`src/ulpb_pkg.sv`:
```
`default_nettype none

package ulpb_pkg;

	// ~~~~~~~~~~~~~~~~~~~~~~~~~~~~~~
	// message format.
	// ~~~~~~~~~~~~~~~~~~~~~~~~~~~~~~

	localparam int ULPB_ADDR_W = 8;
	localparam int ULPB_DATA_W = 32;
	localparam int ULPB_MSG_W = ULPB_ADDR_W + ULPB_DATA_W;

	// address goes out first, both fields MSB first.
	typedef struct packed {
		logic [ULPB_ADDR_W-1:0] addr;
		logic [ULPB_DATA_W-1:0] data;
	} ulpb_msg_t;

	// ~~~~~~~~~~~~~~~~~~~~~~~~~~~~~~
	// node sequencer.
	// ~~~~~~~~~~~~~~~~~~~~~~~~~~~~~~

	typedef enum logic [2:0] {
		BUS_IDLE,
		ARBI_RESOLVED,
		DRIVE1,
		LATCH1,
		DRIVE2,
		LATCH2,
		BUS_RESET
	} node_state_t;

	typedef enum logic [1:0] {
		MODE_IDLE,
		MODE_TX,
		MODE_RX,
		MODE_FWD
	} node_mode_t;

endpackage

`default_nettype wire

```
`src/ulpb_tx_queue.sv`:
```
`timescale 1ns/1ps
`default_nettype none

module ulpb_tx_queue #(
	parameter int QUEUE_DEPTH = 4
)
(
	input  logic                CLK,
	input  logic                RESET,
	input  logic                push,
	input  ulpb_pkg::ulpb_msg_t push_msg,
	input  logic                ack_tx,
	output logic                full,
	output logic                req,
	output ulpb_pkg::ulpb_msg_t head_msg
);

	import ulpb_pkg::*;

	localparam int PTR_W = (QUEUE_DEPTH > 1) ? $clog2(QUEUE_DEPTH) : 1;
	localparam int CNT_W = $clog2(QUEUE_DEPTH + 1);

	ulpb_msg_t mem [QUEUE_DEPTH];
	logic [PTR_W-1:0] wr_ptr;
	logic [PTR_W-1:0] rd_ptr;
	logic [CNT_W-1:0] count;
	logic ack_d;
	logic do_push;
	logic do_pop;

	function automatic logic [PTR_W-1:0] ptr_next(input logic [PTR_W-1:0] ptr);
		if (ptr == PTR_W'(QUEUE_DEPTH - 1))
			return '0;
		return ptr + 1'b1;
	endfunction

	assign full = (count == CNT_W'(QUEUE_DEPTH));
	assign do_push = push && !full;
	assign do_pop = ack_tx && !ack_d && (count != '0);

	// req drops while ack_tx is high, so the node can release it.
	assign req = (count != '0) && !ack_tx;
	assign head_msg = mem[rd_ptr];

	always_ff @(posedge CLK or negedge RESET)
	begin
		if (!RESET)
		begin
			wr_ptr <= '0;
			rd_ptr <= '0;
			count <= '0;
			ack_d <= 1'b0;
		end
		else
		begin
			ack_d <= ack_tx;
			if (do_push)
				wr_ptr <= ptr_next(wr_ptr);
			if (do_pop)
				rd_ptr <= ptr_next(rd_ptr);
			case ({do_push, do_pop})
				2'b10: count <= count + 1'b1;
				2'b01: count <= count - 1'b1;
				default: count <= count;
			endcase
		end
	end

	always_ff @(posedge CLK)
	begin
		if (do_push)
			mem[wr_ptr] <= push_msg;
	end

endmodule

`default_nettype wire

```
`src/ulpb_node.sv`:
```
`timescale 1ns/1ps
`default_nettype none

module ulpb_node #(
	parameter int RESET_CNT = 2,
	parameter logic [ulpb_pkg::ULPB_ADDR_W-1:0] ADDRESS = '0
)
(
	input  logic                CLK,
	input  logic                RESET,
	input  logic                din,
	input  ulpb_pkg::ulpb_msg_t tx_msg,
	input  logic                req_tx,
	input  logic                rx_ack,
	output logic                dout,
	output logic                ack_tx,
	output ulpb_pkg::ulpb_msg_t rx_msg,
	output logic                rx_req,
	output logic                ack_received
);

	import ulpb_pkg::*;

	localparam int CNT_W = $clog2(ULPB_MSG_W);
	localparam int RC_W = (RESET_CNT > 0) ? $clog2(RESET_CNT + 1) : 1;

	// ~~~~~~~~~~~~~~~~~~~~~~~~~~~~~~
	// sequencer state.
	// ~~~~~~~~~~~~~~~~~~~~~~~~~~~~~~

	node_state_t state;
	node_mode_t mode;
	logic [CNT_W-1:0] bit_cnt;
	logic eom;
	logic [RC_W-1:0] rst_cnt;
	logic latch1_sample;

	logic [ULPB_MSG_W-1:0] tx_shift;
	logic [ULPB_MSG_W-1:0] rx_shift;

	logic win;
	logic bit_end;
	logic [1:0] edge_buf;
	logic ack_edge;
	logic [ULPB_ADDR_W-1:0] addr_seen;

	// we win when we pull the idle line and nobody upstream pulled it first.
	assign win = (state == BUS_IDLE) && req_tx && din;
	assign bit_end = (state == LATCH2) && !eom;

	// the acknowledge is a falling edge between the LATCH1 and LATCH2 samples.
	assign edge_buf = {latch1_sample, din};
	assign ack_edge = edge_buf[1] & ~edge_buf[0];

	// address as it stands once the last address bit is sampled.
	assign addr_seen = {rx_shift[ULPB_ADDR_W-2:0], din};

	// ~~~~~~~~~~~~~~~~~~~~~~~~~~~~~~
	// line output.
	// ~~~~~~~~~~~~~~~~~~~~~~~~~~~~~~

	// a data cell reads 0,b,b,b and the end mark reads 0,1,1,1.
	// the addressed node answers the end mark with 1,1,0,0.
	always_comb
	begin
		dout = din;
		case (state)
			BUS_IDLE:
			begin
				dout = din & ~req_tx;
			end

			ARBI_RESOLVED:
			begin
				if (mode == MODE_TX)
					dout = 1'b0;
			end

			BUS_RESET:
			begin
				dout = 1'b1;
			end

			default:
			begin
				if (mode == MODE_TX)
				begin
					if (state == DRIVE1)
						dout = 1'b0;
					else
						dout = eom | tx_shift[ULPB_MSG_W-1];
				end
				else if ((mode == MODE_RX) && eom)
					dout = (state == DRIVE1) || (state == LATCH1);
			end
		endcase
	end

	// ~~~~~~~~~~~~~~~~~~~~~~~~~~~~~~
	// control.
	// ~~~~~~~~~~~~~~~~~~~~~~~~~~~~~~

	always_ff @(posedge CLK or negedge RESET)
	begin
		if (!RESET)
		begin
			state <= BUS_IDLE;
			mode <= MODE_IDLE;
			bit_cnt <= '0;
			eom <= 1'b0;
			rst_cnt <= '0;
			latch1_sample <= 1'b0;
			ack_tx <= 1'b0;
			rx_req <= 1'b0;
			ack_received <= 1'b0;
		end
		else
		begin
			// host handshake levels.
			if (ack_tx && !req_tx)
				ack_tx <= 1'b0;
			if (rx_req && rx_ack)
				rx_req <= 1'b0;

			case (state)
				BUS_IDLE:
				begin
					// a low line at our output starts the transaction for us.
					if (!dout)
					begin
						state <= ARBI_RESOLVED;
						bit_cnt <= CNT_W'(ULPB_MSG_W - 1);
						if (win)
						begin
							mode <= MODE_TX;
							ack_tx <= 1'b1;
						end
						else
							mode <= MODE_RX;
					end
				end

				ARBI_RESOLVED:
				begin
					state <= DRIVE1;
				end

				DRIVE1:
				begin
					state <= LATCH1;
				end

				LATCH1:
				begin
					state <= DRIVE2;
					latch1_sample <= din;
				end

				DRIVE2:
				begin
					state <= LATCH2;
				end

				LATCH2:
				begin
					if (eom)
					begin
						state <= BUS_RESET;
						rst_cnt <= RC_W'(RESET_CNT);
						if (mode == MODE_TX)
							ack_received <= ack_edge;
					end
					else
					begin
						state <= DRIVE1;
						// last address bit, keep the message or pass it on.
						if ((mode == MODE_RX) && (bit_cnt == CNT_W'(ULPB_DATA_W)))
							mode <= (addr_seen == ADDRESS) ? MODE_RX : MODE_FWD;
						if (bit_cnt == '0)
						begin
							eom <= 1'b1;
							if (mode == MODE_RX)
								rx_req <= 1'b1;
						end
						else
							bit_cnt <= bit_cnt - 1'b1;
					end
				end

				BUS_RESET:
				begin
					if (rst_cnt == '0)
					begin
						state <= BUS_IDLE;
						mode <= MODE_IDLE;
						eom <= 1'b0;
						ack_received <= 1'b0;
					end
					else
						rst_cnt <= rst_cnt - 1'b1;
				end

				default:
				begin
					state <= BUS_IDLE;
				end
			endcase
		end
	end

	// ~~~~~~~~~~~~~~~~~~~~~~~~~~~~~~
	// shift registers.
	// ~~~~~~~~~~~~~~~~~~~~~~~~~~~~~~

	always_ff @(posedge CLK)
	begin
		if (win)
			tx_shift <= tx_msg;
		else if (bit_end)
			tx_shift <= {tx_shift[ULPB_MSG_W-2:0], 1'b0};

		// every listener shifts the address in.
		if (bit_end && (mode != MODE_TX))
			rx_shift <= {rx_shift[ULPB_MSG_W-2:0], din};

		// rx_msg holds until the next message for this address.
		if (bit_end && (mode == MODE_RX) && (bit_cnt == '0))
			rx_msg <= ulpb_msg_t'({rx_shift[ULPB_MSG_W-2:0], din});
	end

endmodule

`default_nettype wire

```
`src/ulpb_ring_ctrl.sv`:
```
`timescale 1ns/1ps
`default_nettype none

module ulpb_ring_ctrl #(
	parameter int RESET_CNT = 2
)
(
	input  logic CLK,
	input  logic RESET,
	input  logic line_in,
	output logic line_out,
	output logic bus_busy
);

	// no bit cell keeps the line high this long.
	localparam int HOLD = RESET_CNT + 4;
	localparam int HC_W = $clog2(HOLD + 1);

	logic [HC_W-1:0] high_cnt;

	// the only register in the ring, idle level is high.
	always_ff @(posedge CLK or negedge RESET)
	begin
		if (!RESET)
			line_out <= 1'b1;
		else
			line_out <= line_in;
	end

	always_ff @(posedge CLK or negedge RESET)
	begin
		if (!RESET)
		begin
			bus_busy <= 1'b0;
			high_cnt <= '0;
		end
		else if (!line_in)
		begin
			bus_busy <= 1'b1;
			high_cnt <= '0;
		end
		else if (bus_busy)
		begin
			if (high_cnt == HC_W'(HOLD))
				bus_busy <= 1'b0;
			else
				high_cnt <= high_cnt + 1'b1;
		end
	end

endmodule

`default_nettype wire

```
`src/ulpb_ring.sv`:
```
`timescale 1ns/1ps
`default_nettype none

module ulpb_ring #(
	parameter int NODES = 3,
	parameter logic [ulpb_pkg::ULPB_ADDR_W-1:0] ADDR_BASE = 8'hA0,
	parameter int RESET_CNT = 2,
	parameter int QUEUE_DEPTH = 4
)
(
	input  logic                CLK,
	input  logic                RESET,
	input  logic [NODES-1:0]    push,
	input  ulpb_pkg::ulpb_msg_t push_msg [NODES],
	input  logic [NODES-1:0]    rx_ack,
	output logic [NODES-1:0]    full,
	output logic [NODES-1:0]    rx_req,
	output logic [NODES-1:0]    ack_received,
	output ulpb_pkg::ulpb_msg_t rx_msg [NODES],
	output logic                bus_busy
);

	import ulpb_pkg::*;

	logic line_in;
	logic line_out;

	genvar k;
	generate
		for (k = 0; k < NODES; k++)
		begin : g_node
			logic node_in;
			logic node_out;
			logic req;
			logic ack_tx;
			ulpb_msg_t head_msg;

			// node 0 hangs off the controller, the others off their neighbour.
			if (k == 0)
			begin : g_head
				assign node_in = line_out;
			end
			else
			begin : g_link
				assign node_in = g_node[k-1].node_out;
			end

			ulpb_tx_queue #(
				.QUEUE_DEPTH(QUEUE_DEPTH)
			) queue_i (
				.CLK(CLK),
				.RESET(RESET),
				.push(push[k]),
				.push_msg(push_msg[k]),
				.ack_tx(ack_tx),
				.full(full[k]),
				.req(req),
				.head_msg(head_msg)
			);

			ulpb_node #(
				.RESET_CNT(RESET_CNT),
				.ADDRESS(ULPB_ADDR_W'(ADDR_BASE + k))
			) node_i (
				.CLK(CLK),
				.RESET(RESET),
				.din(node_in),
				.tx_msg(head_msg),
				.req_tx(req),
				.rx_ack(rx_ack[k]),
				.dout(node_out),
				.ack_tx(ack_tx),
				.rx_msg(rx_msg[k]),
				.rx_req(rx_req[k]),
				.ack_received(ack_received[k])
			);
		end
	endgenerate

	// last node closes the ring back into the controller.
	assign line_in = g_node[NODES-1].node_out;

	ulpb_ring_ctrl #(
		.RESET_CNT(RESET_CNT)
	) ctrl_i (
		.CLK(CLK),
		.RESET(RESET),
		.line_in(line_in),
		.line_out(line_out),
		.bus_busy(bus_busy)
	);

endmodule

`default_nettype wire

```
`config.mk`:
```
export PLATFORM = sky130hd
export DESIGN_NAME = ulpb_ring
export DESIGN_NICKNAME = d
export VERILOG_FILES = /design/src/ulpb_pkg.sv /design/src/ulpb_tx_queue.sv /design/src/ulpb_node.sv /design/src/ulpb_ring_ctrl.sv /design/src/ulpb_ring.sv
export SDC_FILE = /design/constraint.sdc
export NUM_CORES = 1
export LEC_CHECK = 0
export ABC_AREA = 1
export ABC_CLOCK_PERIOD_IN_PS = 5200
export BUFFER_PORTS_ARGS = -buffer_cell sky130_fd_sc_hd__buf_4
export CAP_MARGIN = 10
export CORE_MARGIN = 1
export CORE_UTILIZATION = 55
export CTS_BUF_LIST = sky130_fd_sc_hd__clkbuf_8
export DETAILED_ROUTE_END_ITERATION = 8
export PLACE_DENSITY = 0.83
export SETUP_SLACK_MARGIN = 0.4
export SLEW_MARGIN = 20
export SYNTH_ARGS = -nofsm -noshare
export SYNTH_HDL_FRONTEND = slang
export SYNTH_SLANG_ARGS = --single-unit
```
`constraint.sdc`:
```
create_clock -name CLK -period 5.2 [get_ports CLK]
set_input_delay 0.78 -clock CLK [delete_from_list [all_inputs] [get_ports CLK]]
set_output_delay 0.78 -clock CLK [all_outputs]
set_load 0.01 [all_outputs]
```
# Word level (Yosys, flattened, before mapping)
# Memories as Yosys holds them, arrays and structs flattened.
# Index checks and enable logic that the tools add are counted.
# totals
register_bits	440
memories	3
inputBits	128
mem_bits_rw	480
elab_cells	434
# memory_table
memory	depth	word_bits	rd	rd_ports_with_merged_regs	wr	line_no	source
g_node[0].queue_i.mem	4	40	1	0	1	ulpb_tx_queue.sv:23	ulpb_msg_t mem [QUEUE_DEPTH];
g_node[1].queue_i.mem	4	40	1	0	1	ulpb_tx_queue.sv:23	
g_node[2].queue_i.mem	4	40	1	0	1	ulpb_tx_queue.sv:23	
# op_classes
mux	162
add_sub_neg	19
n_eq_ne	75
n_reduce_logical	106
bitwise	15
# op_table
op	count
40-bit two-way mux	6
1-bit two-way mux	78
2-bit two-way mux	33
3-bit one-hot mux with 7 select lines	3
6-bit two-way mux	9
1-bit logical AND	42
2-bit inequality test, second input constant	20
3-bit equality test, second input constant	13
3-bit two-way mux	12
6-bit one-hot mux with 2 select lines	3
2-bit equality test, second input constant	12
8-bit equality test, second input constant	3
4-bit AND reduction	6
2-bit nonzero test	12
3-bit by 2-bit equality test with 1-bit output, second input constant	6
6-bit equality test, second input constant	3
6-bit zero test	3
2-bit by 1-bit inequality test with 1-bit output, second input constant	9
2-bit one-hot mux with 3 select lines	3
3-bit one-hot mux with 2 select lines	3
3-bit nonzero test	6
6-bit by 1-bit subtractor with 6-bit output, second input constant	3
1-bit zero test	15
5-bit AND reduction	3
17 further kinds	71

# Longest topological paths before layout
# depth
word_depth	13
ltp_mapped	16
mapped_depth_nobuf	16

# Modules after synthesis
# From an unflattened synthesis, not the netlist that was laid out.
# unflattened
hier_cells	2784
hier_area_um2	37395.9
# modules_own_cells
module	seq_area_each_um2	n_inst	area_per_inst_um2	cells_per_inst
ulpb_tx_queue	5004.8	3	7138.1	531
ulpb_node at g_node[2].node_i	4023.9	1	5295.1	414
ulpb_node at g_node[1].node_i	4023.9	1	5256.3	420
ulpb_node at g_node[0].node_i	4023.9	1	5187.5	330
ulpb_ring_ctrl	126.4	1	242.7	27

# Worst setup path after synthesis
# Ideal clock, no wire load.
# synth_timing
path_kind	register -> register
from	register g_node[2].node_i.bit_cnt[0]
to	register g_node[2].node_i.rx_msg[0] (netlist name)
setup_slack_ns	0.843
stages_incl_launch_ff	9
n_path_buf	0
required_time_ns	4.711
setup_time_ns	0.489
t_arrival_ns	3.868
period_less_slack_ns	4.357
cell_sequence	dfrtp_1 inv_1 ha_1 nand2_1 nor2_1 inv_1 nor2_1 nand3_1 nor3_1
# synth_between
elab_chain_len	2
# synth_lines
item	line_no	source
start: declaration	ulpb_node.sv:33	logic [CNT_W-1:0] bit_cnt;
start signal: assignment	ulpb_node.sv:132	bit_cnt <= CNT_W'(ULPB_MSG_W - 1);
start signal: assignment	ulpb_node.sv:186	bit_cnt <= bit_cnt - 1'b1;
6-bit zero test	ulpb_node.sv:227	if (bit_end && (mode == MODE_RX) && (bit_cnt == '0))
1-bit logical AND	ulpb_node.sv:227	
# No other way between the ends.
# A chain may end at the register's enable or synchronous reset.

# Worst setup path after layout
# layout_timing
from	register g_node[0].node_i.state[2]
to	register g_node[1].node_i.tx_shift[30] (enable)
# layout_between
elab_chain_len	7
word_cells_on_any_way	12
cone_classes	eq/ne: 4; mux: 4; reduce/logical: 4
# layout_lines
item	line_no	source
start: declaration	ulpb_node.sv:31	node_state_t state;
start signal: assignment	ulpb_node.sv:107	state <= BUS_IDLE;
start signal: assignment	ulpb_node.sv:131	state <= ARBI_RESOLVED;
start signal: assignment	ulpb_node.sv:145	state <= DRIVE1;
3-bit by 2-bit equality test with 1-bit output (on tied branches)	ulpb_node.sv:88, ulpb_node.sv:94	
1-bit logical OR	ulpb_node.sv:94	dout = (state == DRIVE1) || (state == LATCH1);
1-bit two-way mux	ulpb_node.sv:93	else if ((mode == MODE_RX) && eom)
1-bit two-way mux	ulpb_node.sv:86	if (mode == MODE_TX)
1-bit one-hot mux with 3 select lines (*)	ulpb_node.sv:67	case (state)
1-bit logical AND (*)	ulpb_node.sv:48	assign win = (state == BUS_IDLE) && req_tx && din;
2-bit nonzero test (no source line) (*)	-	
end signal: assignment	ulpb_node.sv:218	tx_shift <= tx_msg;
end signal: assignment	ulpb_node.sv:220	tx_shift <= {tx_shift[ULPB_MSG_W-2:0], 1'b0};
end: declaration	ulpb_node.sv:38	logic [ULPB_MSG_W-1:0] tx_shift;
# Mark *: on every way between the ends. The rest lies on a longest branch, timed or not.

==> metrics <==
GRT Overall Usage between 20% and 30%; clk_skew 0.0403 ns; Layout area overhead 16.3%; FF+latch count, synth between 900 and 1000; Final Cycle Share a little over three fifths; post-synth top area share between 70 and 80%; synth warn 0; Max Slew Vio Count 0; Min-Delay Path Class in2reg; worst slew pin tran ~1.0 ns; # setup viols final 0; min-delay src rx_ack[0]; DR vias/cell between 5 and 6; H-Tree Depth 4; internal reg-to-reg setup slack between 1.5 and 2 ns; IO Port Bufs ~260; Syn Area/Cell 14.0 um2; Antenna Violating Nets Remaining 0; Std-Cell Rows 91; final RePlAce weighted congestion approximately 0.9; largest net degree at the start of global routing 84; Post-Route WL just under 70000 um; WL/cell ~18 um; P_sw 3.86 mW; setup tns final 0 ns; DR vias between 20000 and 25000; path type of the worst setup path reg2reg; Worst R2R End g_node[1].node_i.tx_shift[30]; CTS max path bufs 3; worst r2r src g_node[0].node_i.state[2]; Mapped Area 34700 um2; Worst-Skew Late Latency ~0.77 ns; vias in the first global route around 21000; post-synthesis sequential area ratio 78.3%; startpoint types flip-flop; synth unique cells 50; hold path depth 2; DRC 0; synth cell count leaders 837 x edfxtp_1, 387 x nand2_1, 361 x nor2_1; Root Driver clkbuf_8; Pint 12.2 mW; sequential share of power 56.5%; DP HPWL around 41000 um; Die ar. approximately 64000 um2; most frequent cell after synthesis edfxtp_1; hold_ws between 0.15 and 0.2 ns; VDD IR max 0.000281 V; Post-Route Utilization ~65%; Final Cell Area a little over 40000 um2; die width between 200 and 300 um; Final Critical Period approximately 3.3 ns; total grt overflow 0; CTS sink count 920; DR iter-0 viols ~1700; Synth area leaders edfxtp_1 72%, dfrtp_1 5.9%, nand2_1 4.2%; Switching Fraction between 20% and 30%; Starting Density between 50% and 60%; # IOs roughly 260; Mapped Cells around 2500; share of cells above drive strength 1 19.2%; CTS tree done; Max Cap Viol 0; Pwr per Cell Area a little under 400 nW/um2; Post-Syn Nets approximately 2600; first drt pass iteration count 5; Worst setup EP type flip-flop; cells on worst reg2reg path 10; Fmax roughly 300 MHz; Critical Path RT between 5 and 6 ns; CTS clk-pin slew, worst paths 0.06 ns; Post-DP Area roughly 38000 um2; nets@finish roughly 3000; Post-synth ARST share a little under a tenth; FF/Latch Area roughly 27000 um2; Leak 15.7 nW; RSZ-0062 raised after global routing no; Die Y 253 um; area leader, netlist edfxtp_1; multi-input logic area 6640 um2; initial antenna violation count 5; Filler Cell Count about 4200; Worst Path Max Fanout 43; Post-Place Cells between 3000 and 4000; status complete, no violations; Comb pwr share under 10%; share of power burned in the clock network 35.5%; WP data arrival between 3 and 4 ns; first-pass GRT wire length about 110000 um; number of flops mapped to enable cells by yosys approximately 840; Worst slew margin about a third; post-route non-filler standard cell count between 3000 and 4000; CTS buffer count 143; final hold vios 0; Synth Flop Type edfxtp_1; Placeable Area between 60000 and 70000 um2; Hold Path Sink g_node[0].node_i.rx_req
-- critical path: stages (launching register included) --
cell and delay (ns):
dfrtp_1 0.42, inv_2 0.13, nand2_1 0.10, nor2_2 0.15, nand3_1 0.16, nand3_2 0.13
nand2_4 0.08, nor3_4 0.12, buf_4 0.41, inv_2 0.38, nand2_2 0.76
-- how the worst max path moves through the flow --
stage	slack (ns)	end	cells after the start	start
CTS	1.89	g_node[1].node_i.tx_shift[25]	10	g_node[0].node_i.state[2]
detailed placement	1.93	g_node[1].node_i.tx_shift[16]	10	g_node[0].node_i.state[2]
finish	1.93	g_node[1].node_i.tx_shift[30]	10	g_node[0].node_i.state[2]
floorplan	0.84	g_node[2].node_i.rx_msg[0]	8	g_node[2].node_i.bit_cnt[0]
global route	1.64	g_node[1].node_i.tx_shift[25]	11	g_node[0].node_i.state[2]
global placement	2.06	g_node[1].node_i.tx_shift[21]	10	g_node[0].node_i.state[0]
-- kinds of logic (layout without fill, tap and decap cells) --
kind of cell | after synthesis | in the layout | share of synthesized area (%)
flip-flops | 920 | 920 | 78.3
AND/OR/NAND/NOR | 828 | 828 | 9.49
AO/OA/AOI/OAI | 450 | 450 | 7.85
buffers and inverters | 249 | 688 | 2.99
adder cells (fa/ha/maj) | 29 | 29 | 1.11
XOR/XNOR | 9 | 9 | 0.227
other | 0 | 5 | 0
-- registers in the layout (all words and copies together) (netlist names) --
register / count
ctrl_i.line_out: 1
ctrl_i.high_cnt: 3
g_node.node_i.rx_shift: 117
g_node.node_i.bit_cnt: 18
g_node.node_i.eom: 3
g_node.node_i.rst_cnt: 6
g_node.node_i.ack_tx: 3
ctrl_i.bus_busy: 1
g_node.queue_i.rd_ptr: 6
g_node.node_i.rx_msg: 120
g_node.node_i.latch1_sample: 3
g_node.queue_i.mem: 480
g_node.queue_i.wr_ptr: 6
g_node.queue_i.count: 9
g_node.node_i.rx_req: 3
g_node.node_i.tx_shift: 120
g_node.node_i.ack_received: 3
g_node.node_i.state: 9
g_node.queue_i.ack_d: 3
g_node.node_i.mode: 6
-- final cells by class --
class                   count  share of cell area, %
flip-flops and latches    920                   67.4
multi-input cells        1316                   16.4
repair buffers            292                   5.54
clock buffers             150                   5.11
well taps                 837                   2.59
clock inverters           108                   1.64
inverters                 138                   1.28
diodes                      5                 0.0310
-- per-layer routing --
metal	vias to the layer above	global-route usage (%)	part of all wire [%]
met3	135	4.77	6.1
li1	9583	-	-
met2	692	36.5	51
met4	2	9.35	2.6
met5	-	0	0.020
met1	10100	26.6	40
-- through the flow --
| step | power (mW) | worst slack (ns) |
|---|---|---|
| finish | 16.1 | 1.93 |
| global route | 16.7 | 1.64 |
| CTS | 16.3 | 1.89 |
| detailed placement | 10.5 | 1.93 |
| global placement | 10.4 | 2.06 |
| floorplan | 9.94 | 0.843 |
-- layout by cell type (no fill, tap or decap), types with 40 or more instances in the layout --
cell and instances:
a21oi_1 63, a31oi_1 41, buf_4 288, clkbuf_8 150
dfrtp_1 79, edfxtp_1 837, inv_1 170, nand2_1 385
nor2_1 346, o21ai_0 201, o22ai_1 40
-- timing repair --
action | CTS | global route
setup buffers | 0 | 0
endpoints found under the hold margin | 26 | 0
hold buffers | 1 | 0
gates resized for setup | 0 | 0
-- power by group through the flow --
stage	Clock [mW]	Combinational (mW)	Sequential, mW
2_1_floorplan	0	0.732	9.21
3_3_place_gp	0	1.23	9.19
3_5_place_dp	0	1.30	9.24
4_1_cts	5.85	1.31	9.09
5_1_grt	6.16	1.43	9.14
6_report	5.70	1.28	9.09
(Power assumes the default switching activity.)
